`config.mk`:
```
export PLATFORM = sky130hd
export DESIGN_NAME = led_scan_flat
export DESIGN_NICKNAME = d
export VERILOG_FILES = /design/src/board_pkg.sv /design/src/isa_pkg.sv /design/src/cpu_dbg_if.sv /design/src/led_scan.sv /design/src/flat_wrapper.sv
export SDC_FILE = /design/constraint.sdc
export NUM_CORES = 1
export LEC_CHECK = 0
export ABC_AREA = 0
export ABC_CLOCK_PERIOD_IN_PS = 5790
export BUFFER_PORTS_ARGS = -buffer_cell sky130_fd_sc_hd__buf_2
export CORE_AREA = 4 4 69 71
export DETAILED_ROUTE_END_ITERATION = 7
export DIE_AREA = 0 0 73 75
export PLACE_DENSITY = 0.94
export SLEW_MARGIN = 20
export SYNTH_ARGS = -nofsm -noshare
export SYNTH_HDL_FRONTEND = slang
export SYNTH_SLANG_ARGS = --single-unit
```
`constraint.sdc`:
```
create_clock -name sys_clk -period 5.79 [get_ports sys_clk]
set_clock_uncertainty 0.2 [all_clocks]
set_input_delay 0.2895 -clock sys_clk [delete_from_list [all_inputs] [get_ports sys_clk]]
set_output_delay 0.2895 -clock sys_clk [all_outputs]
set_load 0.05 [all_outputs]
```
`src/board_pkg.sv`:
```
`default_nettype none

package board_pkg;

  typedef logic [15:0] word_t;
  typedef logic [9:0]  prog_addr_t; // also the pc
  typedef logic [7:0]  data_addr_t;

  // two ff bytes close a program load
  localparam word_t LOAD_END_WORD = 16'hffff;

  // store here goes out on the uart
  localparam data_addr_t TX_PORT_ADDR = 8'd1;

endpackage

`default_nettype wire

```
`src/isa_pkg.sv`:
```
`default_nettype none

package isa_pkg;

  typedef enum logic [3:0] {
    OP_PUSH  = 4'h0, // push zero-extended immediate
    OP_ADD   = 4'h1,
    OP_SUB   = 4'h2, // second minus top
    OP_LOAD  = 4'h3,
    OP_STORE = 4'h4,
    OP_JMP   = 4'h5,
    OP_JZ    = 4'h6, // pops the tested entry
    OP_HALT  = 4'h7
  } opcode_t;

  typedef struct packed {
    opcode_t     op;
    logic [11:0] imm; // jumps use the low 10 bits
  } insn_imm_t;

  typedef struct packed {
    opcode_t    op;
    logic [3:0] unused;
    logic [7:0] addr; // data memory address
  } insn_mem_t;

  // PUSH/JMP/JZ read the imm view, LOAD/STORE the mem view
  typedef union packed {
    insn_imm_t imm;
    insn_mem_t mem;
  } insn_t;

  localparam int STACK_DEPTH = 16;

endpackage

`default_nettype wire

```
`src/cpu_dbg_if.sv`:
```
`timescale 1ns/10ps
`default_nettype none

interface cpu_dbg_if;
  isa_pkg::insn_t        insn;      // last executed instruction
  board_pkg::prog_addr_t pc;
  logic [5:0][7:0]       stack_low; // index 0 is top of stack
  logic                  halted;

  modport cpu (output insn, output pc, output stack_low, output halted);
  modport display (input insn, input pc, input stack_low, input halted);
endinterface

`default_nettype wire

```
`src/led_scan.sv`:
```
`timescale 1ns/10ps
`default_nettype none

module led_scan #(
  parameter int SCAN_PERIOD = 27000,
  parameter int GAP_ON      = 100,
  parameter int GAP_OFF     = 2000
) (
  input  logic       sys_clk,
  input  logic       rst_n,
  cpu_dbg_if.display dbg,
  output logic [7:0] led_col,
  output logic [8:0] led_row
);

  localparam int CW = $clog2(SCAN_PERIOD + 1);

  logic [CW-1:0] counter; // dwell time in the current row
  logic [3:0]    row_idx;
  logic          row_on;
  logic [6:0]    seg;

  always_ff @(posedge sys_clk or negedge rst_n) begin
    if (!rst_n) begin
      counter <= '0;
      row_idx <= '0;
    end else if (counter >= CW'(SCAN_PERIOD - 1)) begin
      counter <= '0;
      row_idx <= (row_idx == 4'd8) ? 4'd0 : row_idx + 4'd1;
    end else begin
      counter <= counter + 1'b1;
    end
  end

  // blank edges of each slot so neighbours don't ghost
  assign row_on  = (counter >= CW'(GAP_ON)) && (counter < CW'(SCAN_PERIOD - GAP_OFF));
  assign led_row = row_on ? (9'd1 << row_idx) : 9'd0;

  // segments a..g msb first
  always_comb begin
    case (dbg.pc[3:0])
      4'h0: seg = 7'b1111110;
      4'h1: seg = 7'b0110000;
      4'h2: seg = 7'b1101101;
      4'h3: seg = 7'b1111001;
      4'h4: seg = 7'b0110011;
      4'h5: seg = 7'b1011011;
      4'h6: seg = 7'b1011111;
      4'h7: seg = 7'b1110010;
      4'h8: seg = 7'b1111111;
      4'h9: seg = 7'b1111011;
      4'ha: seg = 7'b1110111;
      4'hb: seg = 7'b0011111;
      4'hc: seg = 7'b1001110;
      4'hd: seg = 7'b0111101;
      4'he: seg = 7'b1001111;
      default: seg = 7'b1000111;
    endcase
  end

  always_comb begin
    case (row_idx)
      4'd0: led_col = dbg.insn[15:8];
      4'd1: led_col = dbg.insn[7:0];
      4'd2, 4'd3, 4'd4, 4'd5, 4'd6, 4'd7: led_col = dbg.stack_low[row_idx - 4'd2];
      4'd8: led_col = {seg, dbg.halted}; // dp marks halt
      default: led_col = 8'h00;
    endcase
  end

endmodule

`default_nettype wire

```
`src/flat_wrapper.sv`:
```
// flat-port wrapper written by rule: the top's interface ports become plain ports
module led_scan_flat 
#(
  parameter int SCAN_PERIOD = 27000,
  parameter int GAP_ON      = 100,
  parameter int GAP_OFF     = 2000
)
  (sys_clk, rst_n, led_col, led_row, dbg_insn, dbg_pc, dbg_stack_low, dbg_halted);
  cpu_dbg_if dbg_i ();
  input  logic sys_clk;
  input  logic rst_n;
  output logic [7:0] led_col;
  output logic [8:0] led_row;
  input wire logic [$bits(dbg_i.insn)-1:0] dbg_insn;
  input wire logic [$bits(dbg_i.pc)-1:0] dbg_pc;
  input wire logic [$bits(dbg_i.stack_low)-1:0] dbg_stack_low;
  input wire logic [$bits(dbg_i.halted)-1:0] dbg_halted;
  assign dbg_i.insn = dbg_insn;
  assign dbg_i.pc = dbg_pc;
  assign dbg_i.stack_low = dbg_stack_low;
  assign dbg_i.halted = dbg_halted;
  led_scan #(.SCAN_PERIOD(SCAN_PERIOD), .GAP_ON(GAP_ON), .GAP_OFF(GAP_OFF)) u_core (.sys_clk(sys_clk), .rst_n(rst_n), .dbg(dbg_i), .led_col(led_col), .led_row(led_row));
endmodule
```
==> results of run 1 <==
[worst max-delay path: cells and delay by family (launching register included)]
family / cells / cell delay [ns]
fa+ha+maj: 1 / 0.52
buf+inv: 3 / 0.72
compound gates: 2 / 0.44
simple gates: 1 / 0.40
flops: 1 / 0.76
[cells in the mapped netlist (all sizes together), types with 2 or more instances]
cell    number  area (um2)
a21oi        3        15.0
xnor2        9        78.8
nor4         8        56.3
o211ai       5        37.5
nand2        9        33.8
mux2i        5        50.1
a22oi       14         105
and2         2        12.5
a31oi        2        12.5
o221ai       7        61.3
ha          15         188
nand4        3        18.8
mux4         9         203
nor3         6        30.0
mux2        10         124
a211oi       3        22.5
inv         13        48.8
and3         7        43.8
o21ai        2        10.0
a21o         2        15.0
dfrtp       19         475
buf          8        51.3
nor2        22        82.6
clkbuf       6        22.5
xor2         3        26.3
nand3        9        45.0
[power breakdown]
part	leakage [nW]	switching (mW)	internal, mW
Combinational	0.917	0.0328	0.0317
Sequential	0.251	0	0.133
Clock	0.0228	0.0409	0.0488
Total	1.19	0.0737	0.213
[worst max-delay path by stage]
| stage | depth (start not counted) | slack (ns) | to | start |
|---|---|---|---|---|
| final | 7 | 2.21 | led_col[3] | u_core.row_idx[0]$_DFFE_PN0N_ |
| after global routing | 6 | 2.06 | led_row[8] | u_core.row_idx[0]$_DFFE_PN0N_ |
| after CTS | 6 | 2.22 | led_row[8] | u_core.row_idx[0]$_DFFE_PN0N_ |
| after detailed placement | 6 | 2.50 | led_row[8] | u_core.row_idx[0]$_DFFE_PN0N_ |
| after global placement | 6 | 2.59 | led_row[8] | u_core.row_idx[0]$_DFFE_PN0N_ |
| after floorplan | 7 | 2.32 | led_row[8] | u_core.row_idx[0]$_DFFE_PN0N_ |
[kinds of logic (layout without fill, tap and decap cells)]
group,Yosys count,after routing
flops,19,19
xor+xnor,12,12
fa+ha+maj,15,15
compound gates,49,49
mux,24,24
simple gates,73,73
buf+inv,27,105
[registers in the layout, indices dropped and copies added, names as in the netlist]
| register | cells |
|---|---|
| u_core.counter | 15 |
| u_core.row_idx | 4 |
[layer usage]
layer	GRT usage [%]	share of wire [%]
met2	32.3	51
met5	0	0
met4	9.84	2.9
met3	3.07	6.3
met1	28.9	40
[metrics by stage]
stage / utilization [%] / worst slack (ns) / area (um2) / hold slack, ns / cells
detailed placement: 57.9 / 2.50 / 2450 / 0.0475 / 344
global placement: 57.9 / 2.59 / 2450 / 0.0405 / 344
CTS: 59.2 / 2.22 / 2510 / 0.315 / 349
finish: 59.2 / 2.21 / 2510 / 0.303 / 349
global route: 59.2 / 2.06 / 2510 / 0.344 / 349
floorplan: - / 2.32 / 2020 / -0.206 / 219
[cell usage in the layout (no fill, tap or decap), drive strengths merged, types with 4 or more instances in the layout]
cell	Yosys	routed
clkbuf	6	4
a22oi	14	14
nor3	6	6
xnor2	9	9
inv	13	13
and3	7	7
nor2	22	22
o221ai	7	7
dfrtp	19	19
ha	15	15
buf	8	87
nand3	9	9
mux2	10	10
mux4	9	9
o211ai	5	5
nand2	9	9
nor4	8	8
mux2i	5	5
[layout make-up]
type	instances	area [um2]	share of cell area, %
Clock buffer	4	45.0	1.80
Multi-Input combinational cell	173	1430	56.9
Tap cell	52	65.1	2.60
Inverter	13	48.8	1.95
Timing Repair Buffer	88	445	17.8
Sequential cell	19	475	19.0
==> flow_summary.html, run 1 <==
<table>
<tr><th>Metric</th><th>Value</th></tr>
<tr><th colspan="2">Outcome</th></tr>
<tr><td>Status</td><td>completed</td></tr>
<tr><th colspan="2">Logic synthesis</th></tr>
<tr><td>Dominant combinational cell family by area after synthesis</td><td>compound AO/OA/AOI/OAI gates</td></tr>
<tr><td>Post-Synth XOR/XNOR Area</td><td>5.19%</td></tr>
<tr><td>Post-synthesis simple-gate area fraction</td><td>18.5%</td></tr>
<tr><td>Synth Area per Inst</td><td>approximately 9.2 um2</td></tr>
<tr><td>Count of flip-flops with a built-in enable after synthesis</td><td>0</td></tr>
<tr><td>Adder-cell share of the synthesized area</td><td>9.27%</td></tr>
<tr><td>Cell count after synthesis</td><td>219</td></tr>
<tr><td>Share of synthesized flip-flops with an asynchronous set or reset</td><td>100%</td></tr>
<tr><td>Compound-cell area share of the yosys netlist</td><td>18.9%</td></tr>
<tr><td>Most common flop cell mapped by yosys</td><td>dfrtp_1</td></tr>
<tr><td>Fraction of synthesized area in multiplexers</td><td>18.6%</td></tr>
<tr><td>Mapped Nets</td><td>311</td></tr>
<tr><td>Synth Cell Area</td><td>about 0.0020 mm2</td></tr>
<tr><td>Register bit count reported by yosys</td><td>19</td></tr>
<tr><td>Sequential cell area fraction in the yosys report</td><td>23.5%</td></tr>
<tr><td>Count of unique library cells instantiated by Yosys</td><td>48</td></tr>
<tr><td>Ys Warns</td><td>0</td></tr>
<tr><th colspan="2">Floorplanning</th></tr>
<tr><td># IOs</td><td>94</td></tr>
<tr><td>Effective utilization at floorplan</td><td>47.8%</td></tr>
<tr><td>Core region area</td><td>approximately 0.0042 mm2</td></tr>
<tr><td>Die Y</td><td>75 um</td></tr>
<tr><td>Die outline width</td><td>~73 um</td></tr>
<tr><td>Total Die Area</td><td>approximately 0.0055 mm2</td></tr>
<tr><td>Site Rows</td><td>24</td></tr>
<tr><th colspan="2">Worst setup path</th></tr>
<tr><td>Cell mode on critical path</td><td>inv_1</td></tr>
<tr><td>Worst path required time</td><td>5.30 ns</td></tr>
<tr><td>Endpoint kind of the worst setup timing path</td><td>primary output</td></tr>
<tr><td>Cell count of the worst reg-to-reg path</td><td>5</td></tr>
<tr><td>Cell type of the slowest stage on the worst timing path</td><td>dfrtp_1</td></tr>
<tr><td>Arrival time worst endpoint</td><td>a little over 3 ns</td></tr>
<tr><td>Max incr delay on CP</td><td>about 0.76 ns</td></tr>
<tr><td>Startpoint type of the worst setup path</td><td>register</td></tr>
<tr><td>Worst reg2reg endpoint</td><td>u_core.row_idx[0]$_DFFE_PN0N_</td></tr>
<tr><td>R2R Path Start</td><td>u_core.row_idx[0]$_DFFE_PN0N_</td></tr>
<tr><td>Largest fanout on the critical path</td><td>23</td></tr>
<tr><td>Register-to-register setup slack</td><td>3.17 ns</td></tr>
<tr><td>Ordered cell list for the critical path</td><td>inv_1 &gt; ha_1 &gt; and3b_1 &gt; inv_1 &gt; a311o_1 &gt; o221ai_1 &gt; buf_2</td></tr>
<tr><td>Crit path kind</td><td>reg2out</td></tr>
<tr><th colspan="2">Routing</th></tr>
<tr><td>DRC violation count after routing</td><td>0</td></tr>
<tr><td>Via count normalized by instance count</td><td>about 6.0</td></tr>
<tr><td>Wirelength, routed</td><td>5950 um</td></tr>
<tr><td>Antenna-violating nets left</td><td>0</td></tr>
<tr><td>Drt initial violations</td><td>219</td></tr>
<tr><td>Routed vias</td><td>2100</td></tr>
<tr><td>Detailed-route wire length per cell</td><td>17.1 um</td></tr>
<tr><td>First-pass iteration count of the detailed router</td><td>4</td></tr>
<tr><th colspan="2">STA</th></tr>
<tr><td>RSZ-0062 raised after global routing</td><td>false</td></tr>
<tr><td>FMAX</td><td>around 280 MHz</td></tr>
<tr><td>Count of endpoints failing hold in the final timing report</td><td>0</td></tr>
<tr><td>Worst relative slew slack</td><td>31.1%</td></tr>
<tr><td>Max-slew violations</td><td>0</td></tr>
<tr><td>Final critical-path share of the clock period</td><td>about 60%</td></tr>
<tr><td>Total negative setup slack</td><td>0 ns</td></tr>
<tr><td>Worst Max-Slew Pin Slew</td><td>1.03 ns</td></tr>
<tr><td>Final period demand of the worst path</td><td>3.58 ns</td></tr>
<tr><td>Count of final setup violators</td><td>0</td></tr>
<tr><th colspan="2">Clock tree</th></tr>
<tr><td>TritonCTS clock tree</td><td>yes</td></tr>
<tr><td>CTS Hold Bufs</td><td>1</td></tr>
<tr><td>Worst-Skew Late Latency</td><td>0.25 ns</td></tr>
<tr><td>CTS clk-pin slew, worst paths</td><td>around 0.07 ns</td></tr>
<tr><td>CTS-repair resized insts</td><td>0</td></tr>
<tr><td>CTS Root Cell</td><td>clkbuf_8</td></tr>
<tr><td>Clock buffer depth</td><td>2</td></tr>
<tr><td>Clock H-tree levels</td><td>1</td></tr>
<tr><td>Clock Sinks</td><td>19</td></tr>
<tr><td>Num CTS Buffers</td><td>3</td></tr>
<tr><td>Post-CTS setup-driven buffer insertion count</td><td>0</td></tr>
<tr><th colspan="2">Power and ir drop</th></tr>
<tr><td>P_leak</td><td>1.19 nW</td></tr>
<tr><td>Overall power</td><td>around 0.29 mW</td></tr>
<tr><td>Power density cells</td><td>between 100 and 150 mW/mm2</td></tr>
<tr><td>Highest ir drop seen on vdd</td><td>0.0798 mV</td></tr>
<tr><th colspan="2">GRT</th></tr>
<tr><td>Global-route total usage across every layer</td><td>20.9%</td></tr>
<tr><td>Global-route wire length before repair</td><td>9150 um</td></tr>
<tr><td>Via count of the first global-routing pass</td><td>1947</td></tr>
<tr><td>Pin count of the biggest net entering global routing</td><td>24</td></tr>
<tr><td>Final global-route overflow total</td><td>0</td></tr>
<tr><td>Antenna violations before repair</td><td>0</td></tr>
<tr><th colspan="2">Finish</th></tr>
<tr><td>Number of antenna repair diodes</td><td>0</td></tr>
<tr><td>Synthesis-to-finish area growth</td><td>23.8%</td></tr>
<tr><td>Fraction of layout instances using a drive strength above 1</td><td>37.7%</td></tr>
<tr><td>Number of nets in the final layout</td><td>390</td></tr>
<tr><td># fillers</td><td>361</td></tr>
<tr><th colspan="2">Placed design</th></tr>
<tr><td>Final HPWL from detailed placement</td><td>4760 um</td></tr>
<tr><td>Routability congestion estimate from global placement</td><td>0.880</td></tr>
<tr><td>Number of port buffers</td><td>87</td></tr>
<tr><th colspan="2">Hold path</th></tr>
<tr><td>Min-delay worst type</td><td>in2async</td></tr>
<tr><th colspan="2">Flow run</th></tr>
<tr><td>Maxcap violations</td><td>0</td></tr>
</table>
Power figures use the tool's default switching activity.
==> run 2: changes to the inputs <==
--- a/config.mk
+++ b/config.mk
@@ -6,12 +6,12 @@
 export NUM_CORES = 1
 export LEC_CHECK = 0
 export ABC_AREA = 0
-export ABC_CLOCK_PERIOD_IN_PS = 5790
+export ABC_CLOCK_PERIOD_IN_PS = 2900
 export BUFFER_PORTS_ARGS = -buffer_cell sky130_fd_sc_hd__buf_2
-export CORE_AREA = 4 4 69 71
+export CORE_AREA = 4 4 74 76
 export DETAILED_ROUTE_END_ITERATION = 7
-export DIE_AREA = 0 0 73 75
-export PLACE_DENSITY = 0.94
+export DIE_AREA = 0 0 78 80
+export PLACE_DENSITY = 0.87
 export SLEW_MARGIN = 20
 export SYNTH_ARGS = -nofsm -noshare
 export SYNTH_HDL_FRONTEND = slang
==> constraint.sdc (replaced) <==
create_clock -name sys_clk -period 2.9 [get_ports sys_clk]
set_clock_uncertainty 0.2 [all_clocks]
set_input_delay 0.145 -clock sys_clk [delete_from_list [all_inputs] [get_ports sys_clk]]
set_output_delay 0.145 -clock sys_clk [all_outputs]
set_load 0.05 [all_outputs]
==> run 2 against run 1 <==
Setup slack got worse by 2.0 ns. Power increased by 100%. Sequential cell count unchanged. Clock power increased by 110%. Largest cell class unchanged.
==> flow_summary.html, run 2 (synthesis results as in run 1) <==
<table>
<tr><th>Metric</th><th>Value</th></tr>
<tr><th colspan="2">Floorplanning</th></tr>
<tr><td># IOs</td><td>94 (unchanged)</td></tr>
<tr><td>Core region area</td><td>0.00472 mm2 (+12%)</td></tr>
<tr><td>Total Die Area</td><td>0.00624 mm2 (+14%)</td></tr>
<tr><td>Site Rows</td><td>25 (+4.2%)</td></tr>
<tr><td>Die outline width</td><td>78 um (+6.8%)</td></tr>
<tr><td>Effective utilization at floorplan</td><td>42.9% (-5.0 points)</td></tr>
<tr><td>Die Y</td><td>80 um (+6.7%)</td></tr>
<tr><th colspan="2">Finish</th></tr>
<tr><td>Top register by number of flip-flops</td><td>u_core.counter</td></tr>
<tr><td>Final design instance area without fill</td><td>0.00258 mm2 (+3.1%)</td></tr>
<tr><td>Synthesis-to-finish area growth</td><td>27.6%</td></tr>
<tr><td># fillers</td><td>429 (+19%)</td></tr>
<tr><td>Highest-count cells in the layout ignoring fill and taps</td><td>87 x buf_2, 22 x nor2_1, 19 x dfrtp_1</td></tr>
<tr><td>Number of nets in the final layout</td><td>397 (+1.8%)</td></tr>
<tr><td>Fraction of layout instances using a drive strength above 1</td><td>39.5% (+1.8 points)</td></tr>
<tr><td>Top flop regs</td><td>u_core.counter (15), u_core.row_idx (4)</td></tr>
<tr><td>Number of antenna repair diodes</td><td>0 (unchanged)</td></tr>
<tr><td>Flip-flop count of the largest register after layout</td><td>15 (unchanged)</td></tr>
<tr><td>Final Util</td><td>54.7% (-4.5 points)</td></tr>
<tr><td>Most common cell after layout, fill and taps aside</td><td>buf_2</td></tr>
<tr><td>Number of standard cells in the layout, taps in and fillers out</td><td>371 (+6.3%)</td></tr>
<tr><th colspan="2">Worst setup path</th></tr>
<tr><td>Endpoint kind of the worst setup timing path</td><td>primary output</td></tr>
<tr><td>Last element of the critical path</td><td>led_col[3]</td></tr>
<tr><td>Timing startpoint of the critical path</td><td>u_core.row_idx[1]$_DFFE_PN0N_</td></tr>
<tr><td>Cell count of the worst reg-to-reg path</td><td>4 (-1)</td></tr>
<tr><td>Worst path required time</td><td>2.56 ns (-2.74 ns)</td></tr>
<tr><td>R2R Path Start</td><td>u_core.counter[9]$_DFF_PN0_</td></tr>
<tr><td>Startpoint type of the worst setup path</td><td>register</td></tr>
<tr><td>Worst reg2reg endpoint</td><td>u_core.row_idx[2]$_DFFE_PN0N_</td></tr>
<tr><td>Crit path kind</td><td>reg2out</td></tr>
<tr><td>Largest fanout on the critical path</td><td>11 (-52%)</td></tr>
<tr><td>Register-to-register setup slack</td><td>0.68 ns (-2.49 ns)</td></tr>
<tr><td>Arrival time worst endpoint</td><td>2.37 ns (-0.72 ns)</td></tr>
<tr><th colspan="2">STA</th></tr>
<tr><td>Count of final setup violators</td><td>0 (unchanged)</td></tr>
<tr><td>Worst Max-Slew Pin Slew</td><td>0.569 ns (-0.465 ns)</td></tr>
<tr><td>Count of endpoints failing hold in the final timing report</td><td>0 (unchanged)</td></tr>
<tr><td>Final period demand of the worst path</td><td>2.71 ns</td></tr>
<tr><td>Max-slew violations</td><td>0 (unchanged)</td></tr>
<tr><td>Worst Hold Margin</td><td>0.147 ns (-0.155 ns)</td></tr>
<tr><td>Final critical-path share of the clock period</td><td>93.5%</td></tr>
<tr><td>FMAX</td><td>369 MHz</td></tr>
<tr><td>Post-route setup slack</td><td>0.189 ns (-2.02 ns)</td></tr>
<tr><td>Total negative setup slack</td><td>0 ns (unchanged)</td></tr>
<tr><td>Worst relative slew slack</td><td>61.8% (+31 points)</td></tr>
<tr><td>RSZ-0062 raised after global routing</td><td>false</td></tr>
<tr><th colspan="2">GRT</th></tr>
<tr><td>Antenna violations before repair</td><td>0 (unchanged)</td></tr>
<tr><td>Via count of the first global-routing pass</td><td>2024 (+4.0%)</td></tr>
<tr><td>Global-route wire length before repair</td><td>9580 um (+4.8%)</td></tr>
<tr><td>Global-route total usage across every layer</td><td>18.9% (-2.1 points)</td></tr>
<tr><td>Pin count of the biggest net entering global routing</td><td>23 (-4.2%)</td></tr>
<tr><td>Final global-route overflow total</td><td>0 (unchanged)</td></tr>
<tr><th colspan="2">Routing</th></tr>
<tr><td>First-pass iteration count of the detailed router</td><td>4 (unchanged)</td></tr>
<tr><td>DRC violation count after routing</td><td>0 (unchanged)</td></tr>
<tr><td>Detailed-route wire length per cell</td><td>16.0 um (-6.1%)</td></tr>
<tr><td>Antenna-violating nets left</td><td>0 (unchanged)</td></tr>
<tr><td>Wirelength, routed</td><td>5940 um (-0.20%)</td></tr>
<tr><td>Routed vias</td><td>2078 (-1.0%)</td></tr>
<tr><td>Drt initial violations</td><td>240 (+9.6%)</td></tr>
<tr><td>Via count normalized by instance count</td><td>5.60 (-6.9%)</td></tr>
<tr><th colspan="2">Clock tree</th></tr>
<tr><td>Clock H-tree levels</td><td>1 (unchanged)</td></tr>
<tr><td>CTS clk-pin slew, worst paths</td><td>0.07 ns (about the same)</td></tr>
<tr><td>CTS-repair resized insts</td><td>0 (unchanged)</td></tr>
<tr><td>Clock Sinks</td><td>19 (unchanged)</td></tr>
<tr><td>Post-CTS setup-driven buffer insertion count</td><td>0 (unchanged)</td></tr>
<tr><td>TritonCTS clock tree</td><td>yes</td></tr>
<tr><td>Worst-Skew Late Latency</td><td>0.26 ns (about the same)</td></tr>
<tr><td>CTS Root Cell</td><td>clkbuf_8</td></tr>
<tr><td>Clock buffer depth</td><td>2 (unchanged)</td></tr>
<tr><td>Num CTS Buffers</td><td>3 (unchanged)</td></tr>
<tr><th colspan="2">Placed design</th></tr>
<tr><td>Cell total after placement</td><td>366 (+6.4%)</td></tr>
<tr><td>Routability congestion estimate from global placement</td><td>0.925 (+5.0%)</td></tr>
<tr><td>Pre-CTS setup slack</td><td>0.507 ns (-1.99 ns)</td></tr>
<tr><td>Final HPWL from detailed placement</td><td>4950 um (+4.0%)</td></tr>
<tr><td>Number of port buffers</td><td>87 (unchanged)</td></tr>
<tr><td>Post-place instance area</td><td>0.00253 mm2 (+3.2%)</td></tr>
<tr><th colspan="2">Power and ir drop</th></tr>
<tr><td>P_leak</td><td>1.23 nW (+3.1%)</td></tr>
<tr><td>Power density cells</td><td>225 mW/mm2 (+96%)</td></tr>
<tr><td>Highest ir drop seen on vdd</td><td>0.131 mV (+64%)</td></tr>
<tr><td>Overall power</td><td>0.580 mW (+100%)</td></tr>
<tr><th colspan="2">Outcome</th></tr>
<tr><td>Status</td><td>completed</td></tr>
<tr><th colspan="2">Hold path</th></tr>
<tr><td>Min-delay worst type</td><td>in2async</td></tr>
<tr><th colspan="2">Flow run</th></tr>
<tr><td>Maxcap violations</td><td>0 (unchanged)</td></tr>
</table>
## run 2: worst max-delay path, cell delays in order (launching register included)
cell and delay [ns]:
dfrtp_1 0.43, buf_4 0.20, inv_1 0.11, ha_1 0.35
and3b_1 0.24, inv_1 0.09, a311o_1 0.32, o221ai_1 0.07
buf_2 0.30
## run 2: repair_timing
item | CTS | global route
hold buffers | 1 | 0
hold endpoints to repair | 19 | 0
endpoints found under the setup margin | 0 | 0
## run 2: how the worst min path moves through the flow
stage	depth (start not counted)	to	start	slack, ns
finish	2	u_core.counter[9]$_DFF_PN0_	rst_n	0.15
global placement	1	u_core.counter[0]$_DFF_PN0_	rst_n	-0.10
detailed placement	1	u_core.counter[0]$_DFF_PN0_	rst_n	-0.09
floorplan	0	u_core.counter[0]$_DFF_PN0_	rst_n	-0.35
CTS	2	u_core.counter[4]$_DFF_PN0_	rst_n	0.16
global route	2	u_core.counter[9]$_DFF_PN0_	rst_n	0.20
## run 2: area by class of cell
type	count	area (um2)	area share (%)
multi-input combinational	173	1430	55.4
inverter	13	48.8	1.89
sequential	19	475	18.4
tap	67	83.8	3.24
timing repair buffer	95	498	19.3
clock buffer	4	45.0	1.74
## run 2: per-layer routing
layer | track usage (%) | wire (um) | vias to the layer above
li1 | - | - | 1013
met3 | 1.69 | 307 | 9
met2 | 31.5 | 3110 | 76
met4 | 7.69 | 113 | 0
met5 | 0 | 0 | -
met1 | 25.1 | 2410 | 980
## run 2: power by group
part | internal (mW) | total [mW] | switching, mW
clock network | 0.0979 | 0.187 | 0.0891
registers | 0.265 | 0.265 | 0
logic | 0.0632 | 0.129 | 0.0654
total | 0.426 | 0.580 | 0.154
==> run 3: changes to the inputs <==
--- a/config.mk
+++ b/config.mk
@@ -11,6 +11,7 @@
 export CORE_AREA = 4 4 74 76
 export DETAILED_ROUTE_END_ITERATION = 7
 export DIE_AREA = 0 0 78 80
+export GPL_TIMING_DRIVEN = 0
 export PLACE_DENSITY = 0.87
 export SLEW_MARGIN = 20
 export SYNTH_ARGS = -nofsm -noshare
==> run 3 against run 2 <==
Via count up 6.5%. Sequential cell count stayed put. Final cell count grew 1.9%. Critical path type unchanged. Largest cell class unchanged. Highest routed layer unchanged.
==> flow_summary.html, run 3 (synthesis results as in run 1) <==
<table>
<tr><th>Metric</th><th>Value</th></tr>
<tr><th colspan="2">Floorplanning</th></tr>
<tr><td>Core region area</td><td>0.00472 mm2 (unchanged)</td></tr>
<tr><td>Total Die Area</td><td>0.00624 mm2 (unchanged)</td></tr>
<tr><td>Die Y</td><td>80 um (unchanged)</td></tr>
<tr><td># IOs</td><td>94 (unchanged)</td></tr>
<tr><td>Effective utilization at floorplan</td><td>42.9% (unchanged)</td></tr>
<tr><td>Die outline width</td><td>78 um (unchanged)</td></tr>
<tr><td>Site Rows</td><td>25 (unchanged)</td></tr>
<tr><th colspan="2">STA</th></tr>
<tr><td>Worst relative slew slack</td><td>53.9% (-7.9 points)</td></tr>
<tr><td>Worst Max-Slew Pin Slew</td><td>0.688 ns (+0.118 ns)</td></tr>
<tr><td>Post-route setup slack</td><td>0.128 ns (-0.0606 ns)</td></tr>
<tr><td>RSZ-0062 raised after global routing</td><td>false</td></tr>
<tr><td>FMAX</td><td>361 MHz (-2.2%)</td></tr>
<tr><td>Max-slew violations</td><td>0 (unchanged)</td></tr>
<tr><td>Count of endpoints failing hold in the final timing report</td><td>0 (unchanged)</td></tr>
<tr><td>Final critical-path share of the clock period</td><td>95.6% (+2.1 points)</td></tr>
<tr><td>Final period demand of the worst path</td><td>2.77 ns (+0.0606 ns)</td></tr>
<tr><td>Count of final setup violators</td><td>0 (unchanged)</td></tr>
<tr><td>Total negative setup slack</td><td>0 ns (unchanged)</td></tr>
<tr><th colspan="2">GRT</th></tr>
<tr><td>Global-route total usage across every layer</td><td>19.1% (+0.28 points)</td></tr>
<tr><td>Most used routing layer in global routing</td><td>met2</td></tr>
<tr><td>Antenna violations before repair</td><td>0 (unchanged)</td></tr>
<tr><td>Met3 usage</td><td>3.05% (+1.4 points)</td></tr>
<tr><td>Final global-route overflow total</td><td>0 (unchanged)</td></tr>
<tr><td>Met2 Resource Use GR</td><td>32.9% (+1.4 points)</td></tr>
<tr><td>Global routing usage on met1</td><td>25.4% (+0.37 points)</td></tr>
<tr><td>Via count of the first global-routing pass</td><td>2047 (+1.1%)</td></tr>
<tr><td>Global-route wire length before repair</td><td>9750 um (+1.7%)</td></tr>
<tr><td>Pin count of the biggest net entering global routing</td><td>20 (-13%)</td></tr>
<tr><th colspan="2">Clock tree</th></tr>
<tr><td>Clock H-tree levels</td><td>1 (unchanged)</td></tr>
<tr><td>Num CTS Buffers</td><td>3 (unchanged)</td></tr>
<tr><td>Clock Sinks</td><td>19 (unchanged)</td></tr>
<tr><td>CTS Root Cell</td><td>clkbuf_8</td></tr>
<tr><td>CTS clk-pin slew, worst paths</td><td>0.07 ns (about the same)</td></tr>
<tr><td>Worst-Skew Late Latency</td><td>0.25 ns (about the same)</td></tr>
<tr><td>Clock buffer depth</td><td>2 (unchanged)</td></tr>
<tr><td>TritonCTS clock tree</td><td>yes</td></tr>
<tr><th colspan="2">Power and ir drop</th></tr>
<tr><td>P_leak</td><td>1.26 nW (+2.3%)</td></tr>
<tr><td>Relative contribution of the clock network to total power</td><td>31.3% (-0.9 points)</td></tr>
<tr><td>Sequential share of power</td><td>46.0% (+0.4 points)</td></tr>
<tr><td>Power density cells</td><td>219 mW/mm2 (-2.5%)</td></tr>
<tr><td>Highest ir drop seen on vdd</td><td>0.111 mV (-15%)</td></tr>
<tr><td>Net switching power figure</td><td>0.149 mW (-3.3%)</td></tr>
<tr><td>Total internal power</td><td>0.426 mW (+0.11%)</td></tr>
<tr><td>Switching power as a share of total power</td><td>26.0% (-0.66 points)</td></tr>
<tr><td>Proportion of power drawn by combinational gates</td><td>22.7% (+0.6 points)</td></tr>
<tr><th colspan="2">Worst setup path</th></tr>
<tr><td>R2R Path Start</td><td>u_core.row_idx[0]$_DFFE_PN0N_</td></tr>
<tr><td>Worst reg2reg endpoint</td><td>u_core.row_idx[0]$_DFFE_PN0N_</td></tr>
<tr><td>Max incr delay on CP</td><td>0.54 ns (+0.11 ns)</td></tr>
<tr><td>Worst path required time</td><td>2.56 ns (about the same)</td></tr>
<tr><td>Endpoint kind of the worst setup timing path</td><td>primary output</td></tr>
<tr><td>Crit path kind</td><td>reg2out</td></tr>
<tr><td>Register-to-register setup slack</td><td>0.79 ns (+0.11 ns)</td></tr>
<tr><td>Arrival time worst endpoint</td><td>2.43 ns (+0.06 ns)</td></tr>
<tr><td>Ordered cell list for the critical path</td><td>inv_1 &gt; ha_2 &gt; mux4_2 &gt; a22oi_1 &gt; o221ai_1 &gt; buf_2</td></tr>
<tr><td>Cell count of the worst reg-to-reg path</td><td>7 (+3)</td></tr>
<tr><td>Cell type of the slowest stage on the worst timing path</td><td>dfrtp_1</td></tr>
<tr><td>Largest fanout on the critical path</td><td>11 (unchanged)</td></tr>
<tr><td>Startpoint type of the worst setup path</td><td>register</td></tr>
<tr><th colspan="2">Placed design</th></tr>
<tr><td>Pre-CTS setup slack</td><td>0.121 ns (-0.386 ns)</td></tr>
<tr><td>Routability congestion estimate from global placement</td><td>0.869 (-6.0%)</td></tr>
<tr><td>Cell total after placement</td><td>373 (+1.9%)</td></tr>
<tr><td>Final HPWL from detailed placement</td><td>5070 um (+2.5%)</td></tr>
<tr><td>Post-place instance area</td><td>0.00255 mm2 (+0.84%)</td></tr>
<tr><td>Number of port buffers</td><td>87 (unchanged)</td></tr>
<tr><th colspan="2">Routing</th></tr>
<tr><td>DRC violation count after routing</td><td>0 (unchanged)</td></tr>
<tr><td>Detailed-route wire length per cell</td><td>16.8 um (+4.9%)</td></tr>
<tr><td>Via count normalized by instance count</td><td>5.86 (+4.6%)</td></tr>
<tr><td>First-pass iteration count of the detailed router</td><td>5 (+1)</td></tr>
<tr><td>Routed vias</td><td>2214 (+6.5%)</td></tr>
<tr><td>Wirelength, routed</td><td>6350 um (+6.8%)</td></tr>
<tr><td>Antenna-violating nets left</td><td>0 (unchanged)</td></tr>
<tr><td>Drt initial violations</td><td>294 (+23%)</td></tr>
<tr><th colspan="2">Outcome</th></tr>
<tr><td>Status</td><td>completed</td></tr>
<tr><th colspan="2">Finish</th></tr>
<tr><td>Top flop regs</td><td>u_core.counter (15), u_core.row_idx (4)</td></tr>
<tr><td>Synthesis-to-finish area growth</td><td>29.9%</td></tr>
<tr><td>Highest-count cells in the layout ignoring fill and taps</td><td>90 x buf_2, 21 x nor2_1, 19 x dfrtp_1</td></tr>
<tr><td>Final design instance area without fill</td><td>0.00263 mm2 (+1.7%)</td></tr>
<tr><td>Number of nets in the final layout</td><td>404 (+1.8%)</td></tr>
<tr><td>Fraction of layout instances using a drive strength above 1</td><td>41.5% (+2.0 points)</td></tr>
<tr><td>Most common cell after layout, fill and taps aside</td><td>buf_2</td></tr>
<tr><td>Top register by number of flip-flops</td><td>u_core.counter</td></tr>
<tr><td>Number of standard cells in the layout, taps in and fillers out</td><td>378 (+1.9%)</td></tr>
<tr><td>Number of antenna repair diodes</td><td>0 (unchanged)</td></tr>
<tr><td>Flip-flop count of the largest register after layout</td><td>15 (unchanged)</td></tr>
<tr><th colspan="2">Hold path</th></tr>
<tr><td>Min-delay worst type</td><td>in2async</td></tr>
<tr><th colspan="2">Flow run</th></tr>
<tr><td>Maxcap violations</td><td>0 (unchanged)</td></tr>
</table>
run 3: worst max path at each step:
stage                                             start          to  slack [ns]  cells after the start
final                     u_core.row_idx[2]$_DFFE_PN0N_  led_col[4]        0.13                      6
after global routing      u_core.row_idx[2]$_DFFE_PN0N_  led_col[7]        0.02                      6
after CTS                 u_core.row_idx[2]$_DFFE_PN0N_  led_col[4]        0.02                      6
after detailed placement  u_core.row_idx[1]$_DFFE_PN0N_  led_col[3]        0.12                      9
after global placement    u_core.row_idx[0]$_DFFE_PN0N_  led_col[3]        0.17                      9
after floorplan           u_core.row_idx[0]$_DFFE_PN0N_  led_row[8]        0.14                      7
run 3: critical path: cells and delay by family (launching register included):
family                     cells  cell delay [ns]
DFF                            1             0.54
adders and majority gates      1             0.51
buffers and inverters          2             0.40
AOI/OAI and AO/OA              2             0.37
muxes                          1             0.34
run 3: routing by layer:
metal	wire length, um	up-vias
li1	-	1025
met1	2470	1052
met2	3250	116
met3	506	21
met4	121	0
met5	0	-
run 3: cell type report:
cell class	count	area [um2]
Clock buffer	4	45.0
Tap cell	67	83.8
Timing Repair Buffer	90	463
Fill cell	427	2090
Sequential cell	19	475
Multi-Input combinational cell	173	1440
Inverter	13	48.8
Buffer	12	72.6
run 3: repair_timing:
action                     4_1_cts  5_1_grt
setup endpoints to repair        8        9
hold endpoints to repair        19        0
resized for setup                1       11
hold buffers                     1        0
pin swaps                        0        0
buffers inserted                 0        2
run 3: power groups by stage:
stage | logic (mW) | registers [mW] | clock network (mW)
detailed placement | 0.127 | 0.270 | 0
CTS | 0.129 | 0.265 | 0.187
global route | 0.141 | 0.265 | 0.193
floorplan | 0.0607 | 0.270 | 0
global placement | 0.124 | 0.270 | 0
finish | 0.131 | 0.265 | 0.180
run 3: metrics by stage:
| step | hold WS (ns) | total power [mW] | util (%) |
|---|---|---|---|
| 3_3_place_gp | -0.100 | 0.394 | 54.0 |
| 3_5_place_dp | -0.0959 | 0.397 | 54.0 |
| 6_report | 0.164 | 0.576 | 55.7 |
| 2_1_floorplan | -0.351 | 0.331 | - |
| 5_1_grt | 0.232 | 0.599 | 55.7 |
| 4_1_cts | 0.174 | 0.581 | 55.0 |
